<file path="config.mk">
export PLATFORM = sky130hd
export DESIGN_NAME = if_stage
export DESIGN_NICKNAME = d
export VERILOG_FILES = /design/src/if_pkg.sv /design/src/if_fetch_buffer.sv /design/src/if_id_regs.sv /design/src/if_pc_select.sv /design/src/if_stage.sv
export SDC_FILE = /design/constraint.sdc
export NUM_CORES = 1
export LEC_CHECK = 0
export ABC_CLOCK_PERIOD_IN_PS = 6950
export BUFFER_PORTS_ARGS = -buffer_cell sky130_fd_sc_hd__buf_4
export CORE_ASPECT_RATIO = 1.5
export CORE_MARGIN = 5
export CORE_UTILIZATION = 53
export CTS_BUF_LIST = sky130_fd_sc_hd__clkbuf_4 sky130_fd_sc_hd__clkbuf_8 sky130_fd_sc_hd__clkbuf_16
export DETAILED_ROUTE_END_ITERATION = 8
export PLACE_DENSITY = 0.83
export SLEW_MARGIN = 20
export SYNTH_ARGS = -nofsm -noshare
export SYNTH_HDL_FRONTEND = slang
export SYNTH_HIERARCHICAL = 1
export SYNTH_SLANG_ARGS = --single-unit
</file>
<file path="constraint.sdc">
create_clock -name clk_i -period 6.95 [get_ports clk_i]
set_input_delay 1.39 -clock clk_i [delete_from_list [all_inputs] [get_ports clk_i]]
set_output_delay 1.39 -clock clk_i [all_outputs]
set_load 0.02 [all_outputs]
</file>
<file path="src/if_pkg.sv">
/*
 * Shared types and constants of the instruction fetch stage.
 * Every fetch module refers to these by package scope.
 */

package if_pkg;

  // address and instruction width
  localparam int unsigned XLEN = 32;

  typedef logic [XLEN-1:0] addr_t;
  typedef logic [XLEN-1:0] instr_t;

  // source of a new PC
  typedef enum logic [2:0] {
    PC_BOOT = 3'd0,
    PC_JUMP = 3'd1,
    PC_EXC  = 3'd2,
    PC_ERET = 3'd3,
    PC_DRET = 3'd4
  } pc_sel_e;

  // handler target on PC_EXC
  typedef enum logic [1:0] {
    EXC_PC_EXC     = 2'd0,
    EXC_PC_IRQ     = 2'd1,
    EXC_PC_DBD     = 2'd2,
    EXC_PC_DBG_EXC = 2'd3
  } exc_pc_sel_e;

  // interrupt vector index, internal interrupts all share the top slot
  typedef logic [4:0] irq_id_t;
  localparam irq_id_t IRQ_NM_ID = 5'd31;

  // low byte of the reset PC, and mtvec bits replaced by the vector offset
  localparam logic [7:0]  BOOT_OFFSET    = 8'h80;
  localparam int unsigned VEC_ALIGN_BITS = 8;

endpackage

</file>
<file path="src/if_fetch_buffer.sv">
/*
 * Prefetch buffer. Issues word requests on the instruction bus, queues
 * the responses and presents one aligned instruction at a time, with
 * compressed and word-straddling instructions handled.
 */

`timescale 1ns/1ps

module if_fetch_buffer #(
  parameter int unsigned FifoDepth = 3
) (
  input  logic           clk_i,
  input  logic           rst_ni,
  input  logic           req_i,
  input  logic           branch_i,
  input  if_pkg::addr_t  branch_addr_i,
  input  logic           ready_i,
  output logic           instr_req_o,
  output if_pkg::addr_t  instr_addr_o,
  input  logic           instr_gnt_i,
  input  logic           instr_rvalid_i,
  input  if_pkg::instr_t instr_rdata_i,
  input  logic           instr_bus_err_i,
  output logic           valid_o,
  output if_pkg::instr_t rdata_o,
  output if_pkg::addr_t  addr_o,
  output logic           compressed_o,
  output logic           err_o,
  output logic           err_plus2_o,
  output logic           busy_o
);

  localparam int unsigned CntW = $clog2(FifoDepth + 1);
  localparam int unsigned XLEN = if_pkg::XLEN;

  logic                started_q;
  if_pkg::addr_t       req_addr_q;
  if_pkg::addr_t       pc_q;
  logic [CntW-1:0]     out_cnt_q;
  logic [CntW-1:0]     discard_cnt_q;
  logic [CntW-1:0]     fifo_cnt_q;
  logic [CntW-1:0]     wr_idx;
  logic [CntW:0]       pending;
  // queue entry, bus error flag above the word
  logic [XLEN:0]       fifo_q [FifoDepth];
  logic [XLEN:0]       fifo_d [FifoDepth];
  logic                req_fire;
  logic                push;
  logic                pop;
  logic                accept;
  logic                aligned;
  logic                need_word1;
  if_pkg::instr_t      word0;
  if_pkg::instr_t      word1;
  logic                err0;
  logic                err1;
  logic [15:0]         lo_half;

  ////////////////////
  // bus requests
  // words in the queue plus words still on the bus, stale ones included
  assign pending  = {1'b0, fifo_cnt_q} + {1'b0, out_cnt_q};
  // nothing goes out before the first redirect, and never in a redirect cycle
  assign instr_req_o  = req_i & started_q & ~branch_i & (pending < FifoDepth);
  assign instr_addr_o = req_addr_q;
  assign req_fire     = instr_req_o & instr_gnt_i;
  assign busy_o       = (out_cnt_q != '0);

  // responses owed to a flushed stream are dropped
  assign push = instr_rvalid_i & (discard_cnt_q == '0) & ~branch_i;

  ////////////////////
  // alignment
  assign word0   = fifo_q[0][XLEN-1:0];
  assign err0    = fifo_q[0][XLEN];
  assign word1   = fifo_q[1][XLEN-1:0];
  assign err1    = fifo_q[1][XLEN];
  assign aligned = ~pc_q[1];
  assign lo_half = aligned ? word0[15:0] : word0[31:16];

  assign compressed_o = (lo_half[1:0] != 2'b11);

  // a straddling instruction needs the next word too, unless the first one already failed
  assign need_word1 = ~aligned & ~compressed_o & ~err0;
  assign valid_o    = (fifo_cnt_q != '0) & (~need_word1 | (fifo_cnt_q > CntW'(1)));

  // compressed instructions come out zero extended
  assign rdata_o = compressed_o ? {{(XLEN-16){1'b0}}, lo_half} :
                   aligned      ? word0 : {word1[15:0], word0[31:16]};

  assign addr_o      = pc_q;
  assign err_o       = err0 | (need_word1 & err1);
  assign err_plus2_o = need_word1 & err1;

  assign accept = valid_o & ready_i;
  // a word is used up unless a compressed instruction leaves its upper half behind
  assign pop    = accept & (pc_q[1] | ~compressed_o);
  assign wr_idx = fifo_cnt_q - CntW'(pop);

  ////////////////////
  // word queue, head at entry 0
  always_comb begin
    int unsigned src;
    for (int unsigned i = 0; i < FifoDepth; i++) begin
      src = (pop && (i + 1 < FifoDepth)) ? i + 1 : i;
      fifo_d[i] = fifo_q[src];
    end
    if (push) begin
      fifo_d[wr_idx] = {instr_bus_err_i, instr_rdata_i};
    end
  end

  always_ff @(posedge clk_i) begin
    fifo_q <= fifo_d;
  end

  ////////////////////
  // control state
  always_ff @(posedge clk_i or negedge rst_ni) begin
    if (!rst_ni) begin
      started_q     <= 1'b0;
      req_addr_q    <= '0;
      pc_q          <= '0;
      out_cnt_q     <= '0;
      discard_cnt_q <= '0;
      fifo_cnt_q    <= '0;
    end else begin
      out_cnt_q <= out_cnt_q + CntW'(req_fire) - CntW'(instr_rvalid_i);
      if (branch_i) begin
        started_q  <= 1'b1;
        req_addr_q <= {branch_addr_i[XLEN-1:2], 2'b00};
        pc_q       <= branch_addr_i;
        fifo_cnt_q <= '0;
        // no grant this cycle, so every response still owed is stale
        discard_cnt_q <= out_cnt_q - CntW'(instr_rvalid_i);
      end else begin
        if (req_fire) begin
          req_addr_q <= req_addr_q + if_pkg::addr_t'(4);
        end
        if (accept) begin
          pc_q <= pc_q + (compressed_o ? if_pkg::addr_t'(2) : if_pkg::addr_t'(4));
        end
        fifo_cnt_q <= fifo_cnt_q + CntW'(push) - CntW'(pop);
        if (instr_rvalid_i && (discard_cnt_q != '0)) begin
          discard_cnt_q <= discard_cnt_q - 1'b1;
        end
      end
    end
  end

endmodule

</file>
<file path="src/if_id_regs.sv">
/*
 * IF-ID pipeline register. Holds the fetched instruction for decode
 * together with its valid and new flags and the fetch error bits.
 */

`timescale 1ns/1ps

module if_id_regs (
  input  logic           clk_i,
  input  logic           rst_ni,
  input  logic           fetch_valid_i,
  input  if_pkg::instr_t fetch_rdata_i,
  input  if_pkg::addr_t  fetch_addr_i,
  input  logic           fetch_compressed_i,
  input  logic           fetch_err_i,
  input  logic           fetch_err_plus2_i,
  input  logic           id_in_ready_i,
  input  logic           pc_set_i,
  input  logic           instr_valid_clear_i,
  output logic           fetch_ready_o,
  output logic           instr_valid_id_o,
  output logic           instr_new_id_o,
  output if_pkg::instr_t instr_rdata_id_o,
  output logic [15:0]    instr_rdata_c_id_o,
  output logic           instr_is_compressed_id_o,
  output logic           illegal_c_insn_id_o,
  output logic           instr_fetch_err_o,
  output logic           instr_fetch_err_plus2_o,
  output if_pkg::addr_t  pc_id_o
);

  logic accept;
  logic valid_d;
  logic illegal_c;

  // decode takes an instruction whenever it is ready
  assign fetch_ready_o = id_in_ready_i;
  assign accept        = fetch_valid_i & id_in_ready_i;

  // a capture during a redirect is squashed, otherwise valid holds until cleared
  assign valid_d = (accept & ~pc_set_i) | (instr_valid_id_o & ~instr_valid_clear_i);

  // all-zero 16-bit encoding is the defined illegal instruction
  // (the fault from the bus takes precedence)
  assign illegal_c = fetch_compressed_i & (fetch_rdata_i[15:0] == 16'h0000) & ~fetch_err_i;

  ////////////////////
  // flags
  always_ff @(posedge clk_i or negedge rst_ni) begin
    if (!rst_ni) begin
      instr_valid_id_o <= 1'b0;
      instr_new_id_o   <= 1'b0;
    end else begin
      instr_valid_id_o <= valid_d;
      instr_new_id_o   <= accept;
    end
  end

  ////////////////////
  // payload, frozen while decode stalls
  always_ff @(posedge clk_i or negedge rst_ni) begin
    if (!rst_ni) begin
      instr_rdata_id_o         <= '0;
      instr_rdata_c_id_o       <= '0;
      instr_is_compressed_id_o <= 1'b0;
      illegal_c_insn_id_o      <= 1'b0;
      instr_fetch_err_o        <= 1'b0;
      instr_fetch_err_plus2_o  <= 1'b0;
      pc_id_o                  <= '0;
    end else if (accept) begin
      instr_rdata_id_o         <= fetch_rdata_i;
      instr_rdata_c_id_o       <= fetch_rdata_i[15:0];
      instr_is_compressed_id_o <= fetch_compressed_i;
      illegal_c_insn_id_o      <= illegal_c;
      instr_fetch_err_o        <= fetch_err_i;
      instr_fetch_err_plus2_o  <= fetch_err_plus2_i;
      pc_id_o                  <= fetch_addr_i;
    end
  end

endmodule

</file>
<file path="src/if_pc_select.sv">
/*
 * Next fetch address selection.
 * Picks the new PC from boot, jump, trap and return sources and
 * pulses the mtvec init request on a boot redirect.
 */

`timescale 1ns/1ps

module if_pc_select #(
  parameter if_pkg::addr_t DmHaltAddr      = 32'h1A11_0800,
  parameter if_pkg::addr_t DmExceptionAddr = 32'h1A11_0808
) (
  input  if_pkg::addr_t       boot_addr_i,
  input  if_pkg::addr_t       csr_mtvec_i,
  input  if_pkg::addr_t       csr_mepc_i,
  input  if_pkg::addr_t       csr_depc_i,
  input  if_pkg::addr_t       branch_target_i,
  input  logic                pc_set_i,
  input  if_pkg::pc_sel_e     pc_mux_i,
  input  if_pkg::exc_pc_sel_e exc_pc_mux_i,
  input  logic                irq_int_i,
  input  if_pkg::irq_id_t     irq_id_i,
  output if_pkg::addr_t       branch_addr_o,
  output logic                csr_mtvec_init_o
);

  localparam int unsigned BootW = $bits(if_pkg::BOOT_OFFSET);

  if_pkg::addr_t   exc_base;
  if_pkg::addr_t   exc_pc;
  if_pkg::addr_t   fetch_addr_n;
  if_pkg::irq_id_t irq_vec;

  // mtvec base with the vector field cleared
  assign exc_base = {csr_mtvec_i[if_pkg::XLEN-1:if_pkg::VEC_ALIGN_BITS],
                     {if_pkg::VEC_ALIGN_BITS{1'b0}}};

  // internal interrupts (nmi-like) all land on one vector slot
  assign irq_vec = irq_int_i ? if_pkg::IRQ_NM_ID : irq_id_i;

  ////////////////////
  // trap target
  always_comb begin
    unique case (exc_pc_mux_i)
      if_pkg::EXC_PC_EXC:     exc_pc = exc_base;
      // one word per vector slot
      if_pkg::EXC_PC_IRQ:     exc_pc = exc_base + (if_pkg::addr_t'(irq_vec) << 2);
      if_pkg::EXC_PC_DBD:     exc_pc = DmHaltAddr;
      if_pkg::EXC_PC_DBG_EXC: exc_pc = DmExceptionAddr;
      default:                exc_pc = exc_base;
    endcase
  end

  ////////////////////
  // new PC mux
  always_comb begin
    unique case (pc_mux_i)
      if_pkg::PC_BOOT: fetch_addr_n = {boot_addr_i[if_pkg::XLEN-1:BootW], if_pkg::BOOT_OFFSET};
      if_pkg::PC_JUMP: fetch_addr_n = branch_target_i;
      if_pkg::PC_EXC:  fetch_addr_n = exc_pc;
      if_pkg::PC_ERET: fetch_addr_n = csr_mepc_i;
      if_pkg::PC_DRET: fetch_addr_n = csr_depc_i;
      default:         fetch_addr_n = {boot_addr_i[if_pkg::XLEN-1:BootW], if_pkg::BOOT_OFFSET};
    endcase
  end

  // instructions are at least halfword aligned
  assign branch_addr_o = {fetch_addr_n[if_pkg::XLEN-1:1], 1'b0};

  // csr file loads its mtvec reset value on boot
  assign csr_mtvec_init_o = pc_set_i & (pc_mux_i == if_pkg::PC_BOOT);

endmodule

</file>
<file path="src/if_stage.sv">
/*
 * Instruction fetch stage top level. Chains PC selection, the prefetch
 * buffer and the IF-ID register, and sets their parameters.
 */

`timescale 1ns/1ps

module if_stage #(
  parameter if_pkg::addr_t DmHaltAddr      = 32'h1A11_0800,
  parameter if_pkg::addr_t DmExceptionAddr = 32'h1A11_0808,
  parameter int unsigned   FifoDepth       = 3
) (
  input  logic                clk_i,
  input  logic                rst_ni,
  input  logic                req_i,
  // instruction bus
  output logic                instr_req_o,
  output if_pkg::addr_t       instr_addr_o,
  input  logic                instr_gnt_i,
  input  logic                instr_rvalid_i,
  input  if_pkg::instr_t      instr_rdata_i,
  input  logic                instr_bus_err_i,
  // PC sources and control
  input  if_pkg::addr_t       boot_addr_i,
  input  if_pkg::addr_t       csr_mtvec_i,
  input  if_pkg::addr_t       csr_mepc_i,
  input  if_pkg::addr_t       csr_depc_i,
  input  if_pkg::addr_t       branch_target_i,
  input  logic                pc_set_i,
  input  if_pkg::pc_sel_e     pc_mux_i,
  input  if_pkg::exc_pc_sel_e exc_pc_mux_i,
  input  logic                irq_int_i,
  input  if_pkg::irq_id_t     irq_id_i,
  output logic                csr_mtvec_init_o,
  // decode side
  input  logic                id_in_ready_i,
  input  logic                instr_valid_clear_i,
  output logic                instr_valid_id_o,
  output logic                instr_new_id_o,
  output if_pkg::instr_t      instr_rdata_id_o,
  output logic [15:0]         instr_rdata_c_id_o,
  output logic                instr_is_compressed_id_o,
  output logic                illegal_c_insn_id_o,
  output logic                instr_fetch_err_o,
  output logic                instr_fetch_err_plus2_o,
  output if_pkg::addr_t       pc_id_o,
  output if_pkg::addr_t       pc_if_o,
  output logic                if_busy_o
);

  if_pkg::addr_t  branch_addr;
  logic           fetch_valid;
  logic           fetch_ready;
  if_pkg::instr_t fetch_rdata;
  logic           fetch_compressed;
  logic           fetch_err;
  logic           fetch_err_plus2;

  // next PC, only taken by the buffer in a pc_set_i cycle
  if_pc_select #(
    .DmHaltAddr      (DmHaltAddr),
    .DmExceptionAddr (DmExceptionAddr)
  ) pc_select_inst (
    .boot_addr_i      (boot_addr_i),
    .csr_mtvec_i      (csr_mtvec_i),
    .csr_mepc_i       (csr_mepc_i),
    .csr_depc_i       (csr_depc_i),
    .branch_target_i  (branch_target_i),
    .pc_set_i         (pc_set_i),
    .pc_mux_i         (pc_mux_i),
    .exc_pc_mux_i     (exc_pc_mux_i),
    .irq_int_i        (irq_int_i),
    .irq_id_i         (irq_id_i),
    .branch_addr_o    (branch_addr),
    .csr_mtvec_init_o (csr_mtvec_init_o)
  );

  // the buffer output address doubles as the IF stage PC
  if_fetch_buffer #(
    .FifoDepth (FifoDepth)
  ) fetch_buffer_inst (
    .clk_i           (clk_i),
    .rst_ni          (rst_ni),
    .req_i           (req_i),
    .branch_i        (pc_set_i),
    .branch_addr_i   (branch_addr),
    .ready_i         (fetch_ready),
    .instr_req_o     (instr_req_o),
    .instr_addr_o    (instr_addr_o),
    .instr_gnt_i     (instr_gnt_i),
    .instr_rvalid_i  (instr_rvalid_i),
    .instr_rdata_i   (instr_rdata_i),
    .instr_bus_err_i (instr_bus_err_i),
    .valid_o         (fetch_valid),
    .rdata_o         (fetch_rdata),
    .addr_o          (pc_if_o),
    .compressed_o    (fetch_compressed),
    .err_o           (fetch_err),
    .err_plus2_o     (fetch_err_plus2),
    .busy_o          (if_busy_o)
  );

  if_id_regs id_regs_inst (
    .clk_i                    (clk_i),
    .rst_ni                   (rst_ni),
    .fetch_valid_i            (fetch_valid),
    .fetch_rdata_i            (fetch_rdata),
    .fetch_addr_i             (pc_if_o),
    .fetch_compressed_i       (fetch_compressed),
    .fetch_err_i              (fetch_err),
    .fetch_err_plus2_i        (fetch_err_plus2),
    .id_in_ready_i            (id_in_ready_i),
    .pc_set_i                 (pc_set_i),
    .instr_valid_clear_i      (instr_valid_clear_i),
    .fetch_ready_o            (fetch_ready),
    .instr_valid_id_o         (instr_valid_id_o),
    .instr_new_id_o           (instr_new_id_o),
    .instr_rdata_id_o         (instr_rdata_id_o),
    .instr_rdata_c_id_o       (instr_rdata_c_id_o),
    .instr_is_compressed_id_o (instr_is_compressed_id_o),
    .illegal_c_insn_id_o      (illegal_c_insn_id_o),
    .instr_fetch_err_o        (instr_fetch_err_o),
    .instr_fetch_err_plus2_o  (instr_fetch_err_plus2_o),
    .pc_id_o                  (pc_id_o)
  );

endmodule

</file>
==> flow_summary.toml <==
[run_status]
status = "completed"

[power]
leakage_nw = 6.720
p_per_area_mw_per_mm2 = 352.1
p_clk_share_pct = 21.2
peakVddDrop_v = 0.0002205
p_int_w = 0.003494
comb_power_share_pct = 38.2
switchingPower_w = 0.002057
p_sw_share_pct = 37.05
power.total_w = 0.005550
seq_power_share_pct = 40.6

[yosys]
ys_warn_count = 6
synth_flop_cell = "dfrtp_1"
synth_common_cells = "dfrtp_1, nor2_1, mux2i_1, mux2_2, nand2_1"
synthDistinctLibCells = 78
yosysMostFrequentCell = "dfrtp_1"
ys_seq_area_share_pct = 45.93
synth_enable_flop_cells = 33
yosys-top-cells-area = "dfrtp_1, dfxtp_1, mux2_2"
yosysTopAreaCell = "dfrtp_1"
async_flop_share_pct = 58.40
yosysTopAreaCellShare_pct = 27.59
synth-seq-cells = 238
synthCells = 1203
netlist_area_sq_mm = 0.01261
avgSynthCellArea_sq_um = 10.48

[route]
wirelength_um = 39870
via_per_inst = 5.951
ant_nets = 0
drtIter0Drc = 627
vias = 10790
firstDrtPassIters = 5
drc = 0
wire_per_inst_um = 21.99

[timing]
min_period_over_period_pct = 55.00
relSlewSlack_pct = 27.43
clock.fmax_mhz = 261.6
period_needed_ns = 3.822
maxSlewViolCount = 0
fin_skew_ns = 0.02688
rsz0062_at_grt = "no"
worstMarginPinSlew_ns = 1.086
tns_ns = 0
hold_violations = 0
setup_viol_count_final = 0

[layout]
drive_above_1_share_pct = 34.40
utilization_pct = 66.89
nets = 1704
fill_cells = 1861
layoutNonFillerInstCount = 1813
area_delta_synth_final_pct = 25.04
final_area_sq_mm = 0.01577
antenna_cells = 0

[floorplan]
die_w_um = 135.9
floorplan.initialDensity_pct = 53.50
io_pins = 365
dieArea_sq_mm = 0.02704
row_count = 69
core_sq_mm = 0.02357
die_y_um = 198.9

[worst_setup_path]
max_stage_delay_ns = 0.52
r2r-start = "fetch_buffer_inst/addr_o[1]$_DFFE_PN0N_"
path_cells = "buf_4 -> nor4b_1 -> buf_4"
slowest_stage = "buf_4"
crit_path_start = "pc_set_i"
crit_top_cell = "buf_4"
end_kind = "output pin"
critPathMaxFanout = 67
path_class = "input pin to output pin"
arrival_ns = 2.43
cp-start-kind = "input pin"
critPathRequiredTime_ns = 5.56

[hold_path]
hold_class = "register to register"
min_from = "fetch_buffer_inst/started_q$_DFFE_PN0P_"

[grt]
grt_max_degree = 72
grt.total_usage_pct = 28.54
grt_overflow_total = 0
grt_pass1_vias = 10898
antenna_found_initial = 0
grt_pass1_wl_um = 60510

[place]
gp_congestion = 0.9418
dp_hpwl_um = 29510
dp.cells = 1773
port_buffers = 343
placed_area_sq_mm = 0.01505

[clock_network]
numCtsBuffers = 22
cts_tree = "yes"
cts-resized-gates = 0
hold_buffers = 0
root_buffer = "clkbuf_16"
clk_latency_ns = 0.52
cts_buffer_depth = 3
h-tree-depth = 1
post_cts.repair.setup_buffers = 0
clk_pin_slew_worst_paths_ns = 0.06
cts.sinks = 238

[job]
cap_violations = 0
critical path, delay by kind of cell:
kind	cells	cell delay [ns]
buffers and inverters	2	0.72
AND/OR/NAND/NOR	1	0.31
layer usage:
layer  vias up  part of all wire, %  GRT usage, %  wire (um)
li1       4934                    -             -          -
met1      5280                   35         31.97      14140
met2       479                   52         52.01      20820
met3        97                  6.7         4.378       2666
met4         0                  5.6         14.72       2241
met5         -                    0             0          0
placed cells by master, fill, tap and decap left out, drive strengths merged, types with 10 or more instances in the layout:
master	Yosys	final
clkinv	1	10
nand3	29	29
o311ai	14	14
o21ai	38	38
clkbuf	42	29
o2111ai	18	18
buf	60	352
dfrtp	139	139
nor2	108	108
mux2i	90	90
edfxtp	33	33
inv	27	28
a21oi	82	82
dfxtp	66	66
mux2	90	90
nand3b	13	13
nand2	86	86
nor4	26	26
nand4	17	17
nor3	11	11
xnor2	33	33
a2bb2oi	18	18
or4b	37	37
o211ai	12	12
ha	12	12
through the flow:
step	hold slack, ns	setup slack [ns]
after detailed placement	0.4723	2.680
after global routing	0.5030	2.972
after CTS	0.4927	3.129
after global placement	0.4647	2.701
final	0.4903	3.128
after floorplan	0.4507	1.981
worst paths after layout:
path | endpoint | slack (ns) | cells after the start
worst max-delay path | csr_mtvec_init_o | 3.13 | 3
worst min-delay path | fetch_buffer_inst/started_q$_DFFE_PN0P_ | 0.49 | 1
worst max register to register | fetch_buffer_inst/fifo_q[68]$_DFF_P_ | 3.29 | 11
worst min register to register | fetch_buffer_inst/started_q$_DFFE_PN0P_ | 0.49 | 1
max in group asynchronous | id_regs_inst/pc_id_o[10]$_DFFE_PN0N_ | 4.67 | 2
min in group asynchronous | id_regs_inst/instr_rdata_id_o[23]$_DFFE_PN0N_ | 0.88 | 1
registers in the layout (all words and copies together), names as in the netlist:
name and flops:
fetch_buffer_inst/started_q 1, fetch_buffer_inst/addr_o 32, fetch_buffer_inst/err0 1, id_regs_inst/illegal_c_insn_id_o 1, fetch_buffer_inst/fifo_q 97, id_regs_inst/pc_id_o 32, id_regs_inst/instr_rdata_id_o 32, fetch_buffer_inst/out_cnt_q 2
id_regs_inst/instr_fetch_err_o 1, fetch_buffer_inst/err1 1, id_regs_inst/instr_valid_id_o 1, id_regs_inst/instr_new_id_o 1, fetch_buffer_inst/fifo_cnt_q 2, fetch_buffer_inst/instr_addr_o 30, id_regs_inst/instr_is_compressed_id_o 1, fetch_buffer_inst/discard_cnt_q 2
id_regs_inst/instr_fetch_err_plus2_o 1
logic make-up (layout without fill, tap and decap cells):
family,after synthesis,in the layout,synth area share [%]
other cells,2,3,0.05956
compound gates,222,222,11.61
buf+inv,130,420,5.825
flops,238,238,45.93
xor+xnor,39,39,2.769
simple gates,378,378,17.12
mux,180,180,15.18
fa+ha+maj,14,14,1.508
cell type report:
class / count / area, sq um / share of cell area (%)
repair buffers: 352 / 2650 / 16.81
multi-input cells: 836 / 6112 / 38.77
flip-flops and latches: 238 / 5792 / 36.74
clock inverters: 11 / 72.57 / 0.4603
well taps: 319 / 399.1 / 2.532
inverters: 28 / 105.1 / 0.6667
clock buffers: 29 / 634.4 / 4.024
power groups by stage:
stage               combinational (W)  sequential (W)  clock, W
global placement              0.00204         0.00223         0
detailed placement            0.00211         0.00226         0
floorplan                     0.00109         0.00241         0
CTS                           0.00213         0.00225   0.00119
global route                  0.00228         0.00230   0.00125
finish                        0.00212         0.00226   0.00117
Note: power is estimated with default switching activity, not from simulation.
